===== src/pad_pkg.sv =====
// pad side package
// pad count, routing selector and the pad configuration and
// pad output bundles

`default_nettype none

package pad_pkg;

  localparam int GPIO_W = 16;

  typedef logic [GPIO_W-1:0] gpio_t;

  // zero means not routed
  typedef logic [1:0] route_sel_t;

  typedef struct packed {
    gpio_t      gpio;
    gpio_t      oeb;
    gpio_t      pu;
    gpio_t      pd;
    route_sel_t xtal_dest;
    route_sel_t pll_dest;
    route_sel_t trap_dest;
    route_sel_t irq7_src;
    route_sel_t irq8_src;
  } pad_cfg_t;

  // all enables and pulls are active low
  typedef struct packed {
    gpio_t out;
    gpio_t outenb;
    gpio_t pullupb;
    gpio_t pulldownb;
  } pad_out_t;

endpackage

`default_nettype wire


===== src/sysctl_pkg.sv =====
// system control bus package
// bus widths, register page offsets, request structs and the
// register selector used between decode and register stages

`default_nettype none

package sysctl_pkg;

  localparam int ADDR_W    = 32;
  localparam int DATA_W    = 32;
  localparam int STRB_W    = DATA_W / 8;
  localparam int PAGE_BITS = 8;

  typedef logic [ADDR_W-1:0] addr_t;
  typedef logic [DATA_W-1:0] data_t;
  typedef logic [STRB_W-1:0] strb_t;

  // zero wstrb marks a read
  typedef struct packed {
    addr_t addr;
    data_t wdata;
    strb_t wstrb;
  } bus_req_t;

  typedef enum logic [3:0] {
    SEL_GPIO,
    SEL_OEB,
    SEL_PU,
    SEL_PD,
    SEL_XTAL,
    SEL_PLL,
    SEL_TRAP,
    SEL_IRQ7,
    SEL_IRQ8,
    SEL_NONE
  } reg_sel_e;

  typedef struct packed {
    reg_sel_e sel;
    data_t    wdata;
    strb_t    wstrb;
  } dec_req_t;

  // offsets inside the page
  localparam logic [PAGE_BITS-1:0] OFS_GPIO = 8'h00;
  localparam logic [PAGE_BITS-1:0] OFS_OEB  = 8'h04;
  localparam logic [PAGE_BITS-1:0] OFS_PU   = 8'h08;
  localparam logic [PAGE_BITS-1:0] OFS_PD   = 8'h0c;
  localparam logic [PAGE_BITS-1:0] OFS_XTAL = 8'h34;
  localparam logic [PAGE_BITS-1:0] OFS_PLL  = 8'h38;
  localparam logic [PAGE_BITS-1:0] OFS_TRAP = 8'h3c;
  localparam logic [PAGE_BITS-1:0] OFS_IRQ7 = 8'h40;
  localparam logic [PAGE_BITS-1:0] OFS_IRQ8 = 8'h44;

endpackage

`default_nettype wire

===== src/gpio_sysctl.sv =====
// gpio system control peripheral
// decode, register and pad routing stages behind a strobe bus,
// two cycles from request to response

`timescale 1ns/100ps
`default_nettype none

module gpio_sysctl
  import sysctl_pkg::*;
  import pad_pkg::*;
#(
  parameter addr_t BASE_ADDR = 32'h0300_0000
) (
  input  wire logic     clk_i,
  input  wire logic     rst_n_i,
  input  wire logic     req_valid_i,
  input  wire bus_req_t req_i,
  input  wire gpio_t    gpio_in_i,
  input  wire logic     xtal_i,
  input  wire logic     clk_pll_i,
  input  wire logic     trap_i,
  output logic          rsp_valid_o,
  output data_t         rsp_rdata_o,
  output gpio_t         gpio_out_o,
  output gpio_t         gpio_outenb_o,
  output gpio_t         gpio_pullupb_o,
  output gpio_t         gpio_pulldownb_o,
  output logic [1:0]    irq_o
);

  logic     dec_valid;
  dec_req_t dec;
  pad_cfg_t cfg;
  pad_out_t pads;

  bus_decode #(
    .BASE_ADDR(BASE_ADDR)
  ) bus_decode_i (
    .clk_i      (clk_i),
    .rst_n_i    (rst_n_i),
    .req_valid_i(req_valid_i),
    .req_i      (req_i),
    .dec_valid_o(dec_valid),
    .dec_o      (dec)
  );

  // pad outputs loop back for the gpio data readback
  sysctl_regs sysctl_regs_i (
    .clk_i      (clk_i),
    .rst_n_i    (rst_n_i),
    .dec_valid_i(dec_valid),
    .dec_i      (dec),
    .gpio_in_i  (gpio_in_i),
    .pad_out_i  (pads.out),
    .cfg_o      (cfg),
    .rsp_valid_o(rsp_valid_o),
    .rsp_rdata_o(rsp_rdata_o)
  );

  pin_router pin_router_i (
    .rst_n_i  (rst_n_i),
    .clk_i    (clk_i),
    .xtal_i   (xtal_i),
    .clk_pll_i(clk_pll_i),
    .trap_i   (trap_i),
    .cfg_i    (cfg),
    .gpio_in_i(gpio_in_i),
    .pads_o   (pads),
    .irq_o    (irq_o)
  );

  assign gpio_out_o       = pads.out;
  assign gpio_outenb_o    = pads.outenb;
  assign gpio_pullupb_o   = pads.pullupb;
  assign gpio_pulldownb_o = pads.pulldownb;

endmodule

`default_nettype wire


===== src/pin_router.sv =====
// pad routing stage
// puts the crystal, pll clock and trap onto their gpio pins,
// overrides the pad controls of routed groups and picks the irq sources

`timescale 1ns/100ps
`default_nettype none

module pin_router
  import pad_pkg::*;
(
  input  wire logic     rst_n_i,
  input  wire logic     clk_i,
  input  wire logic     xtal_i,
  input  wire logic     clk_pll_i,
  input  wire logic     trap_i,
  input  wire pad_cfg_t cfg_i,
  input  wire gpio_t    gpio_in_i,
  output pad_out_t      pads_o,
  output logic [1:0]    irq_o
);

  localparam gpio_t XTAL_PINS = 16'h00e0;
  localparam gpio_t PLL_PINS  = 16'h0700;
  localparam gpio_t TRAP_PINS = 16'h3800;

  gpio_t ovr;
  gpio_t out;

  function automatic logic pick_irq(route_sel_t src, logic [2:0] bits);
    logic res;
    case (src)
      2'd1:    res = bits[0];
      2'd2:    res = bits[1];
      2'd3:    res = bits[2];
      default: res = 1'b0;
    endcase
    return res;
  endfunction

  // whole group is driven once its selector is set
  assign ovr = (cfg_i.xtal_dest != '0 ? XTAL_PINS : '0) |
               (cfg_i.pll_dest != '0 ? PLL_PINS : '0) |
               (cfg_i.trap_dest != '0 ? TRAP_PINS : '0);

  always_comb begin
    out = cfg_i.gpio;
    case (cfg_i.xtal_dest)
      2'd1:    out[5] = xtal_i;
      2'd2:    out[6] = xtal_i;
      2'd3:    out[7] = xtal_i;
      default: ;
    endcase
    // pin 10 stays plain gpio even when pll group is taken
    case (cfg_i.pll_dest)
      2'd1:    out[8] = clk_pll_i;
      2'd2:    out[9] = clk_i;
      default: ;
    endcase
    case (cfg_i.trap_dest)
      2'd1:    out[11] = trap_i;
      2'd2:    out[12] = trap_i;
      2'd3:    out[13] = trap_i;
      default: ;
    endcase
  end

  assign pads_o.out       = out;
  assign pads_o.outenb    = (cfg_i.oeb & ~ovr) | {GPIO_W{~rst_n_i}};
  assign pads_o.pullupb   = cfg_i.pu | ovr;
  assign pads_o.pulldownb = cfg_i.pd | ovr;

  assign irq_o = {pick_irq(cfg_i.irq8_src, gpio_in_i[5:3]),
                  pick_irq(cfg_i.irq7_src, gpio_in_i[2:0])};

  // routed sources stay inside their own group
  a_route_in_group: assert property (
    @(posedge clk_i) disable iff (!rst_n_i)
    ((pads_o.out ^ cfg_i.gpio) & ~ovr) == '0
  );

endmodule

`default_nettype wire


===== src/sysctl_regs.sv =====
// system control register stage
// holds the gpio and routing registers, applies byte lane writes
// and returns the pre-write value as a registered response

`timescale 1ns/100ps
`default_nettype none

module sysctl_regs
  import sysctl_pkg::*;
  import pad_pkg::*;
(
  input  wire logic     clk_i,
  input  wire logic     rst_n_i,
  input  wire logic     dec_valid_i,
  input  wire dec_req_t dec_i,
  input  wire gpio_t    gpio_in_i,
  input  wire gpio_t    pad_out_i,
  output pad_cfg_t      cfg_o,
  output logic          rsp_valid_o,
  output data_t         rsp_rdata_o
);

  pad_cfg_t cfg_q;
  data_t    rdata;

  // lane 0 feeds bits 7:0, lane 1 bits 15:8
  function automatic gpio_t lane_wr(gpio_t old, data_t wdata, strb_t wstrb);
    gpio_t res;
    res = old;
    if (wstrb[0]) begin
      res[7:0] = wdata[7:0];
    end
    if (wstrb[1]) begin
      res[15:8] = wdata[15:8];
    end
    return res;
  endfunction

  function automatic route_sel_t sel_wr(route_sel_t old, data_t wdata, strb_t wstrb);
    route_sel_t res;
    res = wstrb[0] ? wdata[1:0] : old;
    return res;
  endfunction

  // a zero strobe leaves every register untouched
  always_ff @(posedge clk_i or negedge rst_n_i) begin
    if (!rst_n_i) begin
      cfg_q <= '{oeb: '1, default: '0};
    end else if (dec_valid_i) begin
      case (dec_i.sel)
        SEL_GPIO: cfg_q.gpio      <= lane_wr(cfg_q.gpio, dec_i.wdata, dec_i.wstrb);
        SEL_OEB:  cfg_q.oeb       <= lane_wr(cfg_q.oeb, dec_i.wdata, dec_i.wstrb);
        SEL_PU:   cfg_q.pu        <= lane_wr(cfg_q.pu, dec_i.wdata, dec_i.wstrb);
        SEL_PD:   cfg_q.pd        <= lane_wr(cfg_q.pd, dec_i.wdata, dec_i.wstrb);
        SEL_XTAL: cfg_q.xtal_dest <= sel_wr(cfg_q.xtal_dest, dec_i.wdata, dec_i.wstrb);
        SEL_PLL:  cfg_q.pll_dest  <= sel_wr(cfg_q.pll_dest, dec_i.wdata, dec_i.wstrb);
        SEL_TRAP: cfg_q.trap_dest <= sel_wr(cfg_q.trap_dest, dec_i.wdata, dec_i.wstrb);
        SEL_IRQ7: cfg_q.irq7_src  <= sel_wr(cfg_q.irq7_src, dec_i.wdata, dec_i.wstrb);
        SEL_IRQ8: cfg_q.irq8_src  <= sel_wr(cfg_q.irq8_src, dec_i.wdata, dec_i.wstrb);
        default: ;
      endcase
    end
  end

  // read word from the value before this write
  always_comb begin
    case (dec_i.sel)
      SEL_GPIO: rdata = {pad_out_i, gpio_in_i};
      SEL_OEB:  rdata = data_t'(cfg_q.oeb);
      SEL_PU:   rdata = data_t'(cfg_q.pu);
      SEL_PD:   rdata = data_t'(cfg_q.pd);
      SEL_XTAL: rdata = data_t'(cfg_q.xtal_dest);
      SEL_PLL:  rdata = data_t'(cfg_q.pll_dest);
      SEL_TRAP: rdata = data_t'(cfg_q.trap_dest);
      SEL_IRQ7: rdata = data_t'(cfg_q.irq7_src);
      SEL_IRQ8: rdata = data_t'(cfg_q.irq8_src);
      default:  rdata = '0;
    endcase
  end

  always_ff @(posedge clk_i or negedge rst_n_i) begin
    if (!rst_n_i) begin
      rsp_valid_o <= 1'b0;
    end else begin
      rsp_valid_o <= dec_valid_i;
    end
  end

  always_ff @(posedge clk_i) begin
    if (dec_valid_i) begin
      rsp_rdata_o <= rdata;
    end
  end

  assign cfg_o = cfg_q;

  // a read request never disturbs the registers
  a_read_keeps_regs: assert property (
    @(posedge clk_i) disable iff (!rst_n_i)
    dec_valid_i && dec_i.wstrb == '0 |=> $stable(cfg_q)
  );

endmodule

`default_nettype wire


===== src/bus_decode.sv =====
// bus decode stage
// checks a request against the register page and maps its
// offset to a register select, registered for the next stage

`timescale 1ns/100ps
`default_nettype none

module bus_decode
  import sysctl_pkg::*;
#(
  parameter addr_t BASE_ADDR = 32'h0300_0000
) (
  input  wire logic     clk_i,
  input  wire logic     rst_n_i,
  input  wire logic     req_valid_i,
  input  wire bus_req_t req_i,
  output logic          dec_valid_o,
  output dec_req_t      dec_o
);

  logic     page_hit;
  reg_sel_e sel;

  // low page bits of the base are ignored
  assign page_hit = req_i.addr[ADDR_W-1:PAGE_BITS] == BASE_ADDR[ADDR_W-1:PAGE_BITS];

  always_comb begin
    case (req_i.addr[PAGE_BITS-1:0])
      OFS_GPIO: sel = SEL_GPIO;
      OFS_OEB:  sel = SEL_OEB;
      OFS_PU:   sel = SEL_PU;
      OFS_PD:   sel = SEL_PD;
      OFS_XTAL: sel = SEL_XTAL;
      OFS_PLL:  sel = SEL_PLL;
      OFS_TRAP: sel = SEL_TRAP;
      OFS_IRQ7: sel = SEL_IRQ7;
      OFS_IRQ8: sel = SEL_IRQ8;
      default:  sel = SEL_NONE;
    endcase
  end

  always_ff @(posedge clk_i or negedge rst_n_i) begin
    if (!rst_n_i) begin
      dec_valid_o <= 1'b0;
    end else begin
      dec_valid_o <= req_valid_i && page_hit;
    end
  end

  // payload only moves on a page hit
  always_ff @(posedge clk_i) begin
    if (req_valid_i && page_hit) begin
      dec_o <= '{sel: sel, wdata: req_i.wdata, wstrb: req_i.wstrb};
    end
  end

  a_req_known: assert property (
    @(posedge clk_i) disable iff (!rst_n_i)
    req_valid_i |-> !$isunknown(req_i)
  );

endmodule

`default_nettype wire


===== config.mk =====
export PLATFORM = sky130hd
export DESIGN_NAME = gpio_sysctl
export DESIGN_NICKNAME = d
export VERILOG_FILES = /design/src/pad_pkg.sv /design/src/sysctl_pkg.sv /design/src/gpio_sysctl.sv /design/src/pin_router.sv /design/src/sysctl_regs.sv /design/src/bus_decode.sv
export SDC_FILE = /design/constraint.sdc
export NUM_CORES = 1
export LEC_CHECK = 0
export ABC_CLOCK_PERIOD_IN_PS = 3900
export BUFFER_PORTS_ARGS = -buffer_cell sky130_fd_sc_hd__buf_2
export CAP_MARGIN = 20
export CORE_MARGIN = 4
export CORE_UTILIZATION = 45
export CTS_BUF_LIST = sky130_fd_sc_hd__clkbuf_2
export DETAILED_ROUTE_END_ITERATION = 10
export PLACE_DENSITY = 0.71
export SYNTH_ARGS = -nofsm -noshare
export SYNTH_HDL_FRONTEND = slang
export SYNTH_HIERARCHICAL = 1
export SYNTH_SLANG_ARGS = --single-unit

===== constraint.sdc =====
create_clock -name clk_i -period 3.9 [get_ports clk_i]
set_input_delay 0.39 -clock clk_i [delete_from_list [all_inputs] [get_ports clk_i]]
set_output_delay 0.39 -clock clk_i [all_outputs]
set_load 0.03 [all_outputs]

==> results.cfg, run 1 <==
[grt]
antenna_found_initial = 1
grt_util_all_layers = 0.209
met2_usage = 0.355
grt_use_met1 = 0.240
grt_max_degree = 66
grt_pass1_vias = 4727
grt.overflow.total = 0
grt_pass1_wl_mm = 24.7
grt_busiest_layer = met2
use_met3 = 0.0606

[worst_setup_path]
setup.worst_path.start_class = clock port
max_stage_delay_ns = 0.28
cp_max_fo = 3
timing.rr.start = bus_decode_i/dec_o[38]
r2r_slack_ns = 1.24
path_buf_inv = 12
cp_data_required_time_ns = 3.51
critPathTopFamily = buffers and inverters
path_class = clk2out
crit_top_cell = clkbuf_2
critPathLaunch = clk_i
cp.arrival_ns = 3.38
end_kind = output port
path_cells = clkbuf_2 > clkbuf_2 > clkbuf_2 > clkbuf_2 > clkbuf_2 > clkbuf_2 > clkbuf_2 > clkbuf_2 > clkbuf_2 > clkbuf_2 > mux2_2 > clkbuf_2 > buf_6
cp_slowest_cell = mux2_2

[floorplanning]
dieArea_um2 = 15400
num_rows = 42
die_w_um = 124
start_util = 0.459
core_um2 = 13200
pin_count = 189
die_h_um = 124

[logic_synthesis]
netlist_instances = 426
avgSynthCellArea_um2 = 14.3
netlist_area_um2 = 6080
synth_nets = 516
ys.warnings.count = 6

[drt]
drc = 0
routed_wirelength_mm = 15.5
post_drt_via_cell_ratio = 5.18
wl_per_cell_um = 18.9
first_iter_violations = 173
drt_pre_antenna_iters = 4
drt.antenna.violating_nets = 0
num_vias = 4257

[power]
max-vdd-ir-drop_mv = 0.142
internal-power_mw = 1.92
power_frac_seq = 0.574
comb_power_share = 0.050
p_per_area_nw_per_um2 = 326
power.leakage_nw = 3.65
pwr-share-clk = 0.376
fin_total_pwr_mw = 2.48
power.switching_mw = 0.553
swShare = 0.223

[placement]
io_buffers = 170
dp.final_hpwl_mm = 10.7
place_congestion = 0.796

[clock_network]
cts_setup_buffers = 0
clk_pin_slew_ns = 0.16
cts_tree = built
insertion_delay_ns = 0.76

[run]
drv_cap = 0

[min_path]
worstHoldStart = req_i[42]
min_path_type = in2reg

[final_layout]
register_area_um2 = 3540
nets = 721
area_growth_pct = 24.8
fillers = 1122
multi_input_area_um2 = 2280
drive_gt1_frac = 0.521

[timing]
slew_violations = 0
tightest_slew_ns = 0.928
fin_skew_ns = 0.0343
max-slew-margin-rel = 0.381
timing_hold_violations_final = 0
holdWs_ns = 0.0871
rsz0062_at_grt = no
tns_ns = 0
finalSetupViolations = 0

[outcome]
status = finished, final reports clean
-- state kept, by name (all words and copies together) (netlist names) --
name and cells:
sysctl_regs_i/cfg_o 74, sysctl_regs_i/rsp_rdata_o 32, bus_decode_i/dec_o 22, bus_decode_i/dec_valid_o 1, sysctl_regs_i/rsp_valid_o 1
-- metal layers --
| layer | share of wire | vias up |
|---|---|---|
| li1 | - | 1953 |
| met1 | 0.39 | 2110 |
| met2 | 0.52 | 161 |
| met3 | 0.067 | 33 |
| met4 | 0.022 | 0 |
| met5 | 0 | - |
-- worst register-to-register path, delay by kind of cell, from the launching register on --
family	cells	cell delay [ns]
AND/OR/NAND/NOR	3	1.55
flip-flops	1	0.66
buffers and inverters	1	0.33
-- through the flow --
step | worst slack, ns | util | instances | cell area, µm²
after floorplan | 1.06 | - | 426 | 6080
after global placement | 1.14 | 0.527 | 745 | 6980
after detailed placement | 1.14 | 0.527 | 745 | 6980
after CTS | 0.0776 | 0.573 | 821 | 7590
after global routing | 0.0406 | 0.573 | 822 | 7590
final | 0.133 | 0.573 | 822 | 7590
-- final timing paths --
kind,endpoint,cells past startpoint
max,gpio_out_o[9],13
min,bus_decode_i/dec_o[38],3
max reg2reg,sysctl_regs_i/rsp_rdata_o[20],4
min reg2reg,sysctl_regs_i/cfg_o[65],1
max in group asynchronous,sysctl_regs_i/cfg_o[56],3
min in group asynchronous,sysctl_regs_i/cfg_o[10],2
-- cells in the final DEF (no fill, tap or decap), types with 10 or more instances in the layout --
master and instances:
buf_2 168, mux2_2 73, dfrtp_1 59, edfxtp_1 54, clkbuf_2 38, dlygate4sd3_1 30
or3_1 22, nor2b_1 18, and2_1 16, dfstp_2 16, nand2b_1 14, mux4_2 14
mux2i_1 12, o21ai_0 10, nand2_1 10
-- repair_timing --
action / 4_1_cts / 5_1_grt
hold buffers: 30 / 0
gates resized for setup: 2 / 0
endpoints found under the hold margin: 63 / 0
endpoints found under the setup margin: 1 / 0
-- final cells by class --
| type | instances | share of cell area |
|---|---|---|
| multi-input cells | 253 | 0.300 |
| inverters | 9 | 0.00445 |
| repair buffers | 206 | 0.158 |
| well taps | 176 | 0.0290 |
| clock inverters | 8 | 0.0145 |
| diodes | 1 | 0.000330 |
| flip-flops and latches | 130 | 0.467 |
| clock buffers | 39 | 0.0265 |
-- power by group through the flow --
stage,Sequential [mW],Clock [mW],Combinational [mW]
6_report,1.42,0.930,0.125
5_1_grt,1.42,1.03,0.138
4_1_cts,1.42,0.962,0.126
3_5_place_dp,1.45,0.000169,0.105
3_3_place_gp,1.45,0.000169,0.102
2_1_floorplan,1.45,0.000169,0.0336
(Power assumes the default switching activity.)
==> run 2: changes to the inputs <==
--- a/config.mk
+++ b/config.mk
@@ -12,8 +12,7 @@
 export CORE_UTILIZATION = 45
 export CTS_BUF_LIST = sky130_fd_sc_hd__clkbuf_2
 export DETAILED_ROUTE_END_ITERATION = 10
-export PLACE_DENSITY = 0.71
+export PLACE_DENSITY = 0.72
 export SYNTH_ARGS = -nofsm -noshare
 export SYNTH_HDL_FRONTEND = slang
-export SYNTH_HIERARCHICAL = 1
 export SYNTH_SLANG_ARGS = --single-unit
==> results.cfg, run 2 <==
[worst_setup_path]
reg2reg_depth = 4
cp_data_required_time_ns = 3.51
end_kind = output port
cp_max_fo = 2
reg2reg_to = sysctl_regs_i.cfg_o[25]
endpoint = gpio_out_o[9]
r2r_slack_ns = 1.59
path_cells = clkbuf_2 > clkbuf_2 > clkbuf_2 > clkbuf_2 > clkbuf_2 > clkbuf_2 > clkbuf_2 > clkbuf_2 > clkbuf_2 > mux2_2 > clkbuf_2 > buf_6
path_class = clk2out
setup.worst_path.start_class = clock port
timing.rr.start = bus_decode_i.dec_o[38]
crit_top_cell = clkbuf_2
cp_slowest_cell = mux2_2
max_stage_delay_ns = 0.28
cp.arrival_ns = 3.34
path_buf_inv = 11
crit_cells = 12
critPathLaunch = clk_i
critPathTopFamily = buffers and inverters

[outcome]
status = finished, final reports clean

[floorplanning]
pin_count = 189
core_um2 = 13300
start_util = 0.461
die_w_um = 125
dieArea_um2 = 15500
num_rows = 42
die_h_um = 125

[grt]
antenna_found_initial = 0
grt_pass1_vias = 4758
grt_util_all_layers = 0.200
grt_pass1_wl_mm = 24.1
grt_max_degree = 69
grt.overflow.total = 0

[timing]
slew_violations = 0
fin_skew_ns = 0.0287
max-slew-margin-rel = 0.320
finalSetupViolations = 0
setup_ws_ns = 0.174
tightest_slew_ns = 1.01
rsz0062_at_grt = no
timing_hold_violations_final = 0
tns_ns = 0

[final_layout]
drive_gt1_frac = 0.541
area_growth_pct = 21.6
fin_cells = 819
mostFrequentLayoutCells = buf_2, mux2_2, dfrtp_1
fin_util = 0.560
layout_commonest_cell = buf_2
num_antenna_cells = 0
nets = 719
largest_reg_flops = 74

[placement]
pre_cts_ws_ns = 1.14
numPlacedInstances = 750
place_congestion = 0.833
io_buffers = 170
dp.final_hpwl_mm = 10.5

[logic_synthesis]
synth_seq_area_share = 0.579
synthDistinctLibCells = 46
avgSynthCellArea_um2 = 13.9
ys_seq_elements = 130
synth_nets = 530
async_reset_ff_frac = 0.585
ys.warnings.count = 0
synth_top_area_share = 0.265
synth.most_common_cell = mux2_2
netlist_instances = 440
synth_area_leader_cell = edfxtp_1
synth.area.top_cells = edfxtp_1, dfrtp_1, mux2_2
synth_flop_cell = dfrtp_1
synth_edf_count = 54
netlist_area_um2 = 6120
synthTopCellsByCount = mux2_2, dfrtp_1, edfxtp_1

[clock_network]
clk_pin_slew_ns = 0.17
insertion_delay_ns = 0.75
cts_setup_buffers = 0
cts_tree = built

[drt]
drc = 0
drt_pre_antenna_iters = 5
num_vias = 4312
post_drt_via_cell_ratio = 5.26
wl_per_cell_um = 18.2
first_iter_violations = 304
drt.antenna.violating_nets = 0
routed_wirelength_mm = 14.9

[run]
drv_cap = 0

[power]
max-vdd-ir-drop_mv = 0.112
p_per_area_nw_per_um2 = 305
power.leakage_nw = 3.63

[min_path]
min_path_type = in2reg
run 2: layout make-up:
type / instances / area, µm²
repair buffers: 198 / 1130
fillers: 1161 / 5850
well taps: 176 / 220
multi-input cells: 268 / 2320
inverters: 1 / 3.75
clock buffers: 37 / 191
clock inverters: 9 / 46.3
flip-flops and latches: 130 / 3540
run 2: cell families (layout without fill, tap and decap cells):
| logic type | count (synthesis) | in the layout | share of synthesized area |
|---|---|---|---|
| mux | 104 | 104 | 0.221 |
| buf+inv | 42 | 245 | 0.0441 |
| flops | 130 | 130 | 0.579 |
| simple gates | 146 | 146 | 0.137 |
| compound gates | 18 | 18 | 0.0198 |
run 2: worst register-to-register path: stages, from the launching register on:
cell and delay (ns):
edfxtp_1 0.60, nor2_4 0.51, and3_1 0.34, nor2b_4 0.42, mux2_4 0.34
run 2: routing by layer:
metal,track usage,share of wire
met5,0,0
met4,0.0825,0.018
met3,0.0665,0.068
met2,0.340,0.52
met1,0.231,0.40
run 2: timing repair:
| item | CTS | global route |
|---|---|---|
| endpoints found under the hold margin | 57 | 3 |
| hold buffers | 22 | 2 |
| gates cloned | 0 | 0 |
| endpoints found under the setup margin | 1 | 1 |
| resized for setup | 1 | 1 |
run 2: how the worst min path moves through the flow:
stage	cells past startpoint	from	endpoint	slack, ns
after floorplan	0	rst_n_i	bus_decode_i.dec_valid_o	0.09
after global placement	2	clk_i	sysctl_regs_i.rsp_rdata_o[25]	0.34
after detailed placement	2	clk_i	sysctl_regs_i.rsp_rdata_o[25]	0.34
after global routing	3	req_i[43]	bus_decode_i.dec_o[38]	0.002
after CTS	3	req_i[39]	bus_decode_i.dec_o[37]	0.002
final	3	req_i[43]	bus_decode_i.dec_o[37]	0.08
run 2: metrics by stage:
stage | total power [mW] | instance area, µm² | hold WS (ns)
after global routing | 2.39 | 7450 | 0.00188
after CTS | 2.31 | 7430 | 0.00245
after floorplan | 1.48 | 6120 | 0.0944
final | 2.27 | 7450 | 0.0834
after detailed placement | 1.55 | 6970 | 0.337
after global placement | 1.55 | 6970 | 0.337
run 2: report_power, final:
group          switching, mW  total (mW)  internal [mW]
logic                 0.0647       0.122         0.0570
registers        0.000000101        1.42           1.42
clock network          0.494       0.732          0.238
total                  0.559        2.27           1.72
